`config.mk`:
```
export PLATFORM = sky130hd
export DESIGN_NAME = divsqrt_top
export DESIGN_NICKNAME = d
export VERILOG_FILES = /design/src/rtl/divsqrt_op_pkg.sv /design/src/rtl/divsqrt_cfg_pkg.sv /design/src/rtl/divsqrt_core_if.sv /design/src/rtl/divsqrt_pipe_stage.sv /design/src/rtl/divsqrt_ctrl.sv /design/src/rtl/divsqrt_iter_core.sv /design/src/rtl/divsqrt_result_hold.sv /design/src/rtl/divsqrt_top.sv
export SDC_FILE = /design/constraint.sdc
export NUM_CORES = 1
export LEC_CHECK = 0
export ABC_CLOCK_PERIOD_IN_PS = 3870
export BUFFER_PORTS_ARGS = -buffer_cell sky130_fd_sc_hd__buf_4
export CAP_MARGIN = 5
export CELL_PAD_IN_SITES_DETAIL_PLACEMENT = 1
export CELL_PAD_IN_SITES_GLOBAL_PLACEMENT = 2
export CORE_ASPECT_RATIO = 1.1
export CORE_MARGIN = 2
export CORE_UTILIZATION = 42
export CTS_BUF_LIST = sky130_fd_sc_hd__clkbuf_4 sky130_fd_sc_hd__clkbuf_8
export DETAILED_ROUTE_END_ITERATION = 10
export GPL_TIMING_DRIVEN = 0
export HOLD_SLACK_MARGIN = 0.15
export PLACE_DENSITY = 0.8
export SLEW_MARGIN = 25
export SYNTH_ARGS = -nofsm -noshare
export SYNTH_HDL_FRONTEND = slang
export SYNTH_HIERARCHICAL = 1
export SYNTH_SLANG_ARGS = --single-unit
```
`constraint.sdc`:
```
create_clock -name clk_i -period 3.87 [get_ports clk_i]
set_input_delay 0.1935 -clock clk_i [delete_from_list [all_inputs] [get_ports clk_i]]
set_output_delay 0.1935 -clock clk_i [all_outputs]
set_load 0.01 [all_outputs]
```
`src/rtl/divsqrt_op_pkg.sv`:
```
package divsqrt_op_pkg;

  // ----------------------------------------------------------------------
  // Operation codes
  // ----------------------------------------------------------------------
  // Codes 2 and 3 are reserved, they run a square root and flag nv
  typedef enum logic [1:0] {
    OP_DIV   = 2'd0,
    OP_SQRT  = 2'd1,
    OP_RSVD2 = 2'd2,
    OP_RSVD3 = 2'd3
  } op_e;

  // ----------------------------------------------------------------------
  // Status flags
  // ----------------------------------------------------------------------
  localparam int unsigned STATUS_W = 2;

  // Bit positions inside the status word
  localparam int unsigned STATUS_DZ = 0;
  localparam int unsigned STATUS_NV = 1;

  // bit 0 divide by zero, bit 1 invalid operation code
  typedef logic [STATUS_W-1:0] status_t;

endpackage

```
`src/rtl/divsqrt_cfg_pkg.sv`:
```
package divsqrt_cfg_pkg;

  // ----------------------------------------------------------------------
  // Datapath widths
  // ----------------------------------------------------------------------
  localparam int unsigned OPERAND_W = 16;
  localparam int unsigned TAG_W     = 4;

  // Operand and result word
  typedef logic [OPERAND_W-1:0] operand_t;
  // Tag that follows an operation through the unit
  typedef logic [TAG_W-1:0]     tag_t;

  // ----------------------------------------------------------------------
  // Iteration counts, one result bit per cycle
  // ----------------------------------------------------------------------
  localparam int unsigned DIV_ITERS  = 16;
  localparam int unsigned SQRT_ITERS = 8;
  localparam int unsigned ITER_CNT_W = 5;

  typedef logic [ITER_CNT_W-1:0] iter_cnt_t;

  // Stage buses: a, b, op, tag in, then result, status, tag out
  localparam int unsigned IN_STAGE_W  = 2 * OPERAND_W + $bits(divsqrt_op_pkg::op_e) + TAG_W;
  localparam int unsigned OUT_STAGE_W = OPERAND_W + $bits(divsqrt_op_pkg::status_t) + TAG_W;

endpackage

```
`src/rtl/divsqrt_core_if.sv`:
```
interface divsqrt_core_if;

  // Control to core
  logic                      start_div;
  logic                      start_sqrt;
  divsqrt_cfg_pkg::operand_t operand_a;
  divsqrt_cfg_pkg::operand_t operand_b;
  logic                      kill;

  // Core back to control and hold
  divsqrt_cfg_pkg::operand_t result;
  divsqrt_op_pkg::status_t   status;
  logic                      ready;
  // Single cycle, result and status only valid here
  logic                      done;

  // Control side issues strobes, watches ready and done
  modport ctrl_mp (
    output start_div, start_sqrt, operand_a, operand_b, kill,
    input  ready, done
  );

  // Iterative engine
  modport core_mp (
    input  start_div, start_sqrt, operand_a, operand_b, kill,
    output result, status, ready, done
  );

  // Hold register only samples the finished result
  modport hold_mp (
    input result, status, done
  );

endinterface

```
`src/rtl/divsqrt_pipe_stage.sv`:
```
module divsqrt_pipe_stage #(
  parameter int unsigned DATA_W = 8
) (
  input  logic              clk_i,
  input  logic              rst_n_i,
  input  logic              flush_i,
  // Upstream side
  input  logic              valid_i,
  input  logic [DATA_W-1:0] data_i,
  output logic              ready_o,
  // Downstream side
  input  logic              ready_i,
  output logic              valid_o,
  output logic [DATA_W-1:0] data_o
);

  logic              valid_q;
  logic [DATA_W-1:0] data_q;
  logic              load;

  // Advance when downstream takes our item or the slot is empty
  assign ready_o = ready_i | ~valid_q;

  // Data register only moves for a real item
  assign load = ready_o & valid_i;

  // Valid bit, flush wins over any load
  always_ff @(posedge clk_i) begin
    if (!rst_n_i) begin
      valid_q <= 1'b0;
    end else if (flush_i) begin
      valid_q <= 1'b0;
    end else if (ready_o) begin
      valid_q <= valid_i;
    end
  end

  always_ff @(posedge clk_i) begin
    if (load) begin
      data_q <= data_i;
    end
  end

  assign valid_o = valid_q;
  assign data_o  = data_q;

endmodule

```
`src/rtl/divsqrt_ctrl.sv`:
```
module divsqrt_ctrl (
  input  logic                      clk_i,
  input  logic                      rst_n_i,
  input  logic                      flush_i,
  // From input stage
  input  logic                      in_valid_i,
  input  divsqrt_cfg_pkg::operand_t operand_a_i,
  input  divsqrt_cfg_pkg::operand_t operand_b_i,
  input  divsqrt_op_pkg::op_e       op_i,
  input  divsqrt_cfg_pkg::tag_t     tag_i,
  output logic                      in_ready_o,
  // Towards output stage
  input  logic                      out_ready_i,
  output logic                      out_valid_o,
  output logic                      busy_o,
  output divsqrt_cfg_pkg::tag_t     tag_o,
  output logic                      nv_o,
  // Core handshake
  divsqrt_core_if.ctrl_mp           core
);

  typedef enum logic [1:0] {IDLE, BUSY, HOLD} state_e;

  state_e                state_q;
  state_e                state_d;
  logic                  in_ready;
  logic                  op_starting;
  divsqrt_cfg_pkg::tag_t tag_q;
  logic                  nv_q;

  // ----------------------------------------------------------------------
  // Operation decode and start strobes
  // ----------------------------------------------------------------------
  // Anything that is not a divide runs a square root
  assign core.start_div  = in_valid_i & (op_i == divsqrt_op_pkg::OP_DIV) & in_ready & ~flush_i;
  assign core.start_sqrt = in_valid_i & (op_i != divsqrt_op_pkg::OP_DIV) & in_ready & ~flush_i;
  assign core.operand_a  = operand_a_i;
  assign core.operand_b  = operand_b_i;
  assign core.kill       = flush_i;

  assign op_starting = core.start_div | core.start_sqrt;

  // Tag and invalid flag ride along with the running operation
  always_ff @(posedge clk_i) begin
    if (op_starting) begin
      tag_q <= tag_i;
      nv_q  <= (op_i != divsqrt_op_pkg::OP_DIV) && (op_i != divsqrt_op_pkg::OP_SQRT);
    end
  end

  // ----------------------------------------------------------------------
  // Control FSM
  // ----------------------------------------------------------------------
  always_comb begin
    in_ready    = 1'b0;
    out_valid_o = 1'b0;
    busy_o      = 1'b0;
    state_d     = state_q;
    unique case (state_q)
      // Waiting for work
      IDLE: begin
        in_ready = core.ready;
        if (in_valid_i && core.ready) begin
          state_d = BUSY;
        end
      end
      // Core iterating
      BUSY: begin
        busy_o = 1'b1;
        if (core.done) begin
          out_valid_o = 1'b1;
          if (out_ready_i) begin
            // Result gone, back-to-back start is allowed
            state_d  = IDLE;
            in_ready = core.ready;
            if (in_valid_i && core.ready) begin
              state_d = BUSY;
            end
          end else begin
            state_d = HOLD;
          end
        end
      end
      // Result parked, waiting on downstream
      HOLD: begin
        busy_o      = 1'b1;
        out_valid_o = 1'b1;
        if (out_ready_i) begin
          state_d = IDLE;
          if (in_valid_i && core.ready) begin
            in_ready = 1'b1;
            state_d  = BUSY;
          end
        end
      end
      default: state_d = IDLE;
    endcase
    // Flush cancels everything in flight
    if (flush_i) begin
      busy_o      = 1'b0;
      out_valid_o = 1'b0;
      state_d     = IDLE;
    end
  end

  always_ff @(posedge clk_i) begin
    if (!rst_n_i) begin
      state_q <= IDLE;
    end else begin
      state_q <= state_d;
    end
  end

  assign in_ready_o = in_ready;
  assign tag_o      = tag_q;
  assign nv_o       = nv_q;

endmodule

```
`src/rtl/divsqrt_iter_core.sv`:
```
module divsqrt_iter_core (
  input  logic            clk_i,
  input  logic            rst_n_i,
  divsqrt_core_if.core_mp core
);

  localparam int unsigned W = divsqrt_cfg_pkg::OPERAND_W;

  // Control state
  logic                       running_q;
  logic                       sqrt_q;
  divsqrt_cfg_pkg::iter_cnt_t cnt_q;
  logic                       last;
  logic                       start;
  logic                       step;

  // Datapath
  divsqrt_cfg_pkg::operand_t rem_q;
  divsqrt_cfg_pkg::operand_t shreg_q;
  divsqrt_cfg_pkg::operand_t root_q;
  divsqrt_cfg_pkg::operand_t den_q;
  logic                      dz_q;
  logic [W:0]                partial;
  logic [W:0]                subtrahend;
  logic [W+1:0]              diff;
  logic                      take;

  assign start = core.start_div | core.start_sqrt;
  assign last  = running_q && (cnt_q == '0);
  // One iteration per cycle until the counter runs out
  assign step  = running_q && (cnt_q != '0);

  // ----------------------------------------------------------------------
  // Iteration control
  // ----------------------------------------------------------------------
  always_ff @(posedge clk_i) begin
    if (!rst_n_i) begin
      running_q <= 1'b0;
      cnt_q     <= '0;
    end else if (core.kill) begin
      running_q <= 1'b0;
      cnt_q     <= '0;
    end else if (start) begin
      running_q <= 1'b1;
      cnt_q     <= core.start_div ? divsqrt_cfg_pkg::iter_cnt_t'(divsqrt_cfg_pkg::DIV_ITERS)
                                  : divsqrt_cfg_pkg::iter_cnt_t'(divsqrt_cfg_pkg::SQRT_ITERS);
    end else if (last) begin
      running_q <= 1'b0;
    end else if (step) begin
      cnt_q <= cnt_q - 1'b1;
    end
  end

  // ----------------------------------------------------------------------
  // Shared restoring step
  // ----------------------------------------------------------------------
  always_comb begin
    if (sqrt_q) begin
      // Two radicand bits come down against a trial of 4*root + 1
      partial    = {rem_q[W-2:0], shreg_q[W-1:W-2]};
      subtrahend = {root_q[W-2:0], 2'b01};
    end else begin
      // Bring down one dividend bit
      partial    = {rem_q[W-1:0], shreg_q[W-1]};
      subtrahend = {1'b0, den_q};
    end
    diff = {1'b0, partial} - {1'b0, subtrahend};
    // No borrow means the trial fits
    take = ~diff[W+1];
  end

  // Payload registers load on start and shift per step
  always_ff @(posedge clk_i) begin
    if (start) begin
      sqrt_q  <= core.start_sqrt;
      rem_q   <= '0;
      shreg_q <= core.operand_a;
      root_q  <= '0;
      den_q   <= core.operand_b;
      // Zero divisor falls out as all ones quotient
      dz_q    <= core.start_div && (core.operand_b == '0);
    end else if (step) begin
      // Remainder stays below the divisor or 2*root + 1, so W bits hold it
      rem_q <= take ? diff[W-1:0] : partial[W-1:0];
      if (sqrt_q) begin
        shreg_q <= {shreg_q[W-3:0], 2'b00};
        root_q  <= {root_q[W-2:0], take};
      end else begin
        shreg_q <= {shreg_q[W-2:0], take};
      end
    end
  end

  // ----------------------------------------------------------------------
  // Result side
  // ----------------------------------------------------------------------
  always_comb begin
    core.status                            = '0;
    core.status[divsqrt_op_pkg::STATUS_DZ] = dz_q;
  end

  assign core.result = sqrt_q ? root_q : shreg_q;
  assign core.done   = last;
  // Free again in the done cycle
  assign core.ready  = ~running_q | last;

endmodule

```
`src/rtl/divsqrt_result_hold.sv`:
```
module divsqrt_result_hold (
  input  logic                        clk_i,
  input  logic                        rst_n_i,
  input  logic                        flush_i,
  input  logic                        out_ready_i,
  input  divsqrt_cfg_pkg::tag_t       tag_i,
  input  logic                        nv_i,
  output divsqrt_cfg_pkg::operand_t   result_o,
  output divsqrt_op_pkg::status_t     status_o,
  output divsqrt_cfg_pkg::tag_t       tag_o,
  divsqrt_core_if.hold_mp             core
);

  logic                      hold_en;
  logic                      held_valid_q;
  divsqrt_cfg_pkg::operand_t held_result_q;
  divsqrt_op_pkg::status_t   held_status_q;

  // Park the result if downstream cannot take it in the done cycle
  assign hold_en = core.done & ~out_ready_i;

  always_ff @(posedge clk_i) begin
    if (!rst_n_i) begin
      held_valid_q <= 1'b0;
    end else if (flush_i) begin
      held_valid_q <= 1'b0;
    end else if (hold_en) begin
      held_valid_q <= 1'b1;
    end else if (out_ready_i) begin
      // Transfer out of HOLD
      held_valid_q <= 1'b0;
    end
  end

  always_ff @(posedge clk_i) begin
    if (hold_en) begin
      held_result_q <= core.result;
      held_status_q <= core.status;
    end
  end

  // ----------------------------------------------------------------------
  // Output select, held copy first
  // ----------------------------------------------------------------------
  always_comb begin
    result_o                            = held_valid_q ? held_result_q : core.result;
    status_o                            = held_valid_q ? held_status_q : core.status;
    status_o[divsqrt_op_pkg::STATUS_NV] = nv_i;
  end

  // Tag captured by control stays put until the transfer
  assign tag_o = tag_i;

endmodule

```
`src/rtl/divsqrt_top.sv`:
```
module divsqrt_top (
  input  logic                      clk_i,
  input  logic                      rst_n_i,
  // Operation in
  input  divsqrt_cfg_pkg::operand_t operand_a_i,
  input  divsqrt_cfg_pkg::operand_t operand_b_i,
  input  divsqrt_op_pkg::op_e       op_i,
  input  divsqrt_cfg_pkg::tag_t     tag_i,
  input  logic                      in_valid_i,
  output logic                      in_ready_o,
  input  logic                      flush_i,
  // Result out
  output divsqrt_cfg_pkg::operand_t result_o,
  output divsqrt_op_pkg::status_t   status_o,
  output divsqrt_cfg_pkg::tag_t     tag_o,
  output logic                      out_valid_o,
  input  logic                      out_ready_i,
  output logic                      busy_o
);

  // Input stage bus
  logic [divsqrt_cfg_pkg::IN_STAGE_W-1:0]   in_data;
  logic                                     in_valid_q;
  logic                                     in_ready_q;
  divsqrt_cfg_pkg::operand_t                in_a;
  divsqrt_cfg_pkg::operand_t                in_b;
  logic [$bits(divsqrt_op_pkg::op_e)-1:0]   in_op;
  divsqrt_cfg_pkg::tag_t                    in_tag;

  // Control and hold outputs
  logic                                     ctrl_out_valid;
  logic                                     ctrl_busy;
  divsqrt_cfg_pkg::tag_t                    ctrl_tag;
  logic                                     ctrl_nv;
  logic                                     out_stage_ready;
  divsqrt_cfg_pkg::operand_t                hold_result;
  divsqrt_op_pkg::status_t                  hold_status;
  divsqrt_cfg_pkg::tag_t                    hold_tag;
  logic [divsqrt_cfg_pkg::OUT_STAGE_W-1:0]  out_data;

  divsqrt_core_if u_core_if ();

  // ----------------------------------------------------------------------
  // Input register stage
  // ----------------------------------------------------------------------
  divsqrt_pipe_stage #(
    .DATA_W (divsqrt_cfg_pkg::IN_STAGE_W)
  ) u_in_stage (
    .clk_i   (clk_i),
    .rst_n_i (rst_n_i),
    .flush_i (flush_i),
    .valid_i (in_valid_i),
    .data_i  ({operand_a_i, operand_b_i, op_i, tag_i}),
    .ready_o (in_ready_o),
    .ready_i (in_ready_q),
    .valid_o (in_valid_q),
    .data_o  (in_data)
  );

  assign {in_a, in_b, in_op, in_tag} = in_data;

  divsqrt_ctrl u_ctrl (
    .clk_i       (clk_i),
    .rst_n_i     (rst_n_i),
    .flush_i     (flush_i),
    .in_valid_i  (in_valid_q),
    .operand_a_i (in_a),
    .operand_b_i (in_b),
    .op_i        (divsqrt_op_pkg::op_e'(in_op)),
    .tag_i       (in_tag),
    .in_ready_o  (in_ready_q),
    .out_ready_i (out_stage_ready),
    .out_valid_o (ctrl_out_valid),
    .busy_o      (ctrl_busy),
    .tag_o       (ctrl_tag),
    .nv_o        (ctrl_nv),
    .core        (u_core_if.ctrl_mp)
  );

  divsqrt_iter_core u_iter_core (
    .clk_i   (clk_i),
    .rst_n_i (rst_n_i),
    .core    (u_core_if.core_mp)
  );

  divsqrt_result_hold u_result_hold (
    .clk_i       (clk_i),
    .rst_n_i     (rst_n_i),
    .flush_i     (flush_i),
    .out_ready_i (out_stage_ready),
    .tag_i       (ctrl_tag),
    .nv_i        (ctrl_nv),
    .result_o    (hold_result),
    .status_o    (hold_status),
    .tag_o       (hold_tag),
    .core        (u_core_if.hold_mp)
  );

  // ----------------------------------------------------------------------
  // Output register stage
  // ----------------------------------------------------------------------
  divsqrt_pipe_stage #(
    .DATA_W (divsqrt_cfg_pkg::OUT_STAGE_W)
  ) u_out_stage (
    .clk_i   (clk_i),
    .rst_n_i (rst_n_i),
    .flush_i (flush_i),
    .valid_i (ctrl_out_valid),
    .data_i  ({hold_result, hold_status, hold_tag}),
    .ready_o (out_stage_ready),
    .ready_i (out_ready_i),
    .valid_o (out_valid_o),
    .data_o  (out_data)
  );

  assign {result_o, status_o, tag_o} = out_data;

  // Anything valid in either stage or in the core counts as in flight
  assign busy_o = in_valid_q | ctrl_busy | out_valid_o;

endmodule

```
==> metrics.yaml <==
timing:
  finalSetupViolCount: 0
  rsz0062_at_grt: "no"
  timing.slew.headroom_pct: 39.5
  worst-slew-pin-transition_ps: 901
  period_needed_ps: 3710
  final.period_utilization_pct: 95.7
  finalMaxSlewViolations: 0
  final-hold-violation-count: 0
  fin_worst_skew_ps: 12.7
  finalWorstSetupSlack_ps: 165
  fmaxAchievable_mhz: 270
die:
  die_h_um: 146
  io_pins: 68
  fp.coreArea_mm2: 0.0178
  start_util_pct: 43.2
  std_cell_rows: 51
  die_ar_mm2: 0.0194
  chipWidth_um: 133
power_and_ir_drop:
  power.density_mw_per_mm2: 372
  total_switching_power_mw: 0.949
  p_leak_nw: 3.55
  power.share.clock_pct: 34.9
  power_switching_share_pct: 27.1
  power.ir.vdd_worst_mv: 0.268
  seqPwrFrac_pct: 54.7
  combinationalPowerShare_pct: 10.4
  power.internal_mw: 2.55
clock_network:
  number_of_buffers_inserted_during_clock_tree_synthesis: 17
  clock_sinks: 159
  htree_num_levels: 4
  clockBufferDepth: 2
  cts_root_buffer: "sky130_fd_sc_hd__clkbuf_8"
  insertion_delay_ps: 460
  clk_transition_reported_paths_ps: 100
  tritoncts: "built"
routing:
  route.final.wire_length_um: 19600
  drt_first_pass_iters: 4
  drtIter0Drc: 267
  vias: 5364
  drt_drc_violations_left: 0
  route.detailed.wl_per_inst_um: 19.3
  postRouteAntennaNets: 0
  routed_via_density: 5.29
grt:
  grt.total_usage_pct: 20.9
  first_global_vias: 5772
  gr-total-overflow: 0
  grt_start_max_net_pins: 39
  grt_first_pass_wirelength_um: 31300
  grt_antenna_before_repair: 0
placement:
  port_buffers: 67
  pre_cts_slack_ps: -786
  globalplace.congestion: 0.836
  post_dp_cell_area_mm2: 0.00851
  hpwlAfterDp_um: 13800
setup_path:
  critical_path.slowest_cell: "sky130_fd_sc_hd__edfxtp_1"
  cp_max_stage_delay_ps: 500
  startpoint: "u_iter_core/sqrt_q$_DFFE_PN_"
  worstPathCellList: "clkbuf_4, clkbuf_2, or2_2, ha_1, inv_1, fa_1, a21o_1, a21boi_0, o21ai_0, nand3_1, a31oi_1, xnor2_1, o211ai_1"
  timing.rr.start: "u_iter_core/sqrt_q$_DFFE_PN_"
  timing.critical_path.required_ps: 4210
  worst-path-buf-inv: 3
  path_max_fanout: 19
  critical-path-top-delay-family: "compound AO/OA/AOI/OAI gates"
  crit_arrival_ps: 4040
  path_class: "register to register"
  timing.critical_path.from_type: "register"
  worst_setup_path_end_kind: "register"
status:
  status: "finished, final reports clean"
logic_synthesis:
  synth.avg_cell_area_um2: 12.2
  syn_nets: 698
  mapped_cell_area_mm2: 0.00769
  postSynthCellCount: 631
  synth-warning-count: 6
layout:
  drive_above_1_share_pct: 29.5
  fin_area_mm2: 0.00941
  seq_area_mm2: 0.00434
  multi_input_area_mm2: 0.00291
  area.growth.synth_to_final_pct: 22.4
  nets: 830
  n_antenna_cell: 0
  filler_cells_inserted: 1819
job:
  max_cap_violations: 0
worst_hold_path:
  hold_wc_startpoint: "out_ready_i"
  timing.hold.worst.class: "primary input to register"
-- state kept, by name, indices dropped and copies added (netlist names), 5 cells and up --
signal / count
u_iter_core/shreg_q: 16
u_iter_core/root_q: 16
u_iter_core/rem_q: 16
u_result_hold/held_result_q: 16
u_iter_core/cnt_q: 5
u_in_stage/data_o: 38
u_out_stage/data_o: 22
u_iter_core/den_q: 16
-- area by class of cell --
type / count / area share, %
inverter: 11 / 0.439
timing repair buffer: 114 / 10.3
clock inverter: 15 / 1.73
clock buffer: 17 / 2.49
buffer: 67 / 4.84
tap: 238 / 3.16
multi-input combinational: 393 / 30.9
sequential: 159 / 46.2
-- final timing paths --
kind / cells past startpoint / to / slack, ps
worst max-delay path: 13 / u_iter_core/rem_q[12]$_SDFFE_PN0P_ / 160
worst max register to register: 13 / u_iter_core/rem_q[12]$_SDFFE_PN0P_ / 160
worst min-delay path: 4 / u_ctrl/state_q[1]$_SDFFE_PP0P_ / 230
worst min register to register: 0 / u_ctrl/tag_o[3]$_DFFE_PP_ / 440
-- power by group through the flow --
stage               registers, mW  logic (mW)  clock network [mW]
global placement             1.95       0.309                   0
global route                 1.92       0.400                1.31
finish                       1.92       0.363                1.22
floorplan                    1.94       0.222                   0
CTS                          1.92       0.359                1.25
detailed placement           1.96       0.322                   0
-- metrics by stage --
step | TNS (ps) | total power, mW | hold WS [ps] | std cells | util, %
floorplan | 0 | 2.16 | 268 | 631 | -
global placement | -47630 | 2.26 | 372 | 936 | 47.7
detailed placement | -42700 | 2.28 | 373 | 937 | 47.8
CTS | 0 | 3.53 | 214 | 1013 | 52.6
global route | 0 | 3.64 | 248 | 1014 | 52.9
finish | 0 | 3.50 | 229 | 1014 | 52.9
-- repair_timing --
action	in CTS	in global routing
gates resized for setup	9	17
hold buffers	44	0
buffers inserted	0	2
setup endpoints to repair	86	82
hold endpoints to repair	43	0
-- worst reg2reg max path, delay by kind of cell, from the launching register on --
family,cells,cell delay [ps]
AO/OA/AOI/OAI,5,1150
buffers and inverters,3,810
adder cells (fa/ha/maj),2,570
flip-flops,1,500
AND/OR/NAND/NOR,2,410
XOR/XNOR,1,160
-- metal layers --
metal,global-route usage [%],vias up,part of all wire [%]
met4,7.10,0,2.1
met3,4.18,21,3.4
li1,-,2547,-
met2,36.3,113,52
met5,0,-,0
met1,26.0,2683,43
-- cell usage in the layout, fill, tap and decap left out, types with 10 or more instances in the layout --
cell	n
sky130_fd_sc_hd__mux2i_1	33
sky130_fd_sc_hd__clkbuf_8	17
sky130_fd_sc_hd__o21ai_0	37
sky130_fd_sc_hd__mux2_2	38
sky130_fd_sc_hd__dfxtp_1	43
sky130_fd_sc_hd__clkbuf_1	10
sky130_fd_sc_hd__ha_1	23
sky130_fd_sc_hd__edfxtp_1	116
sky130_fd_sc_hd__mux2_4	10
sky130_fd_sc_hd__nand2_1	72
sky130_fd_sc_hd__a21oi_1	37
sky130_fd_sc_hd__inv_1	10
sky130_fd_sc_hd__buf_4	109
sky130_fd_sc_hd__nor2_1	15
sky130_fd_sc_hd__dlygate4sd3_1	44
Note: power is estimated with default switching activity, not from simulation.
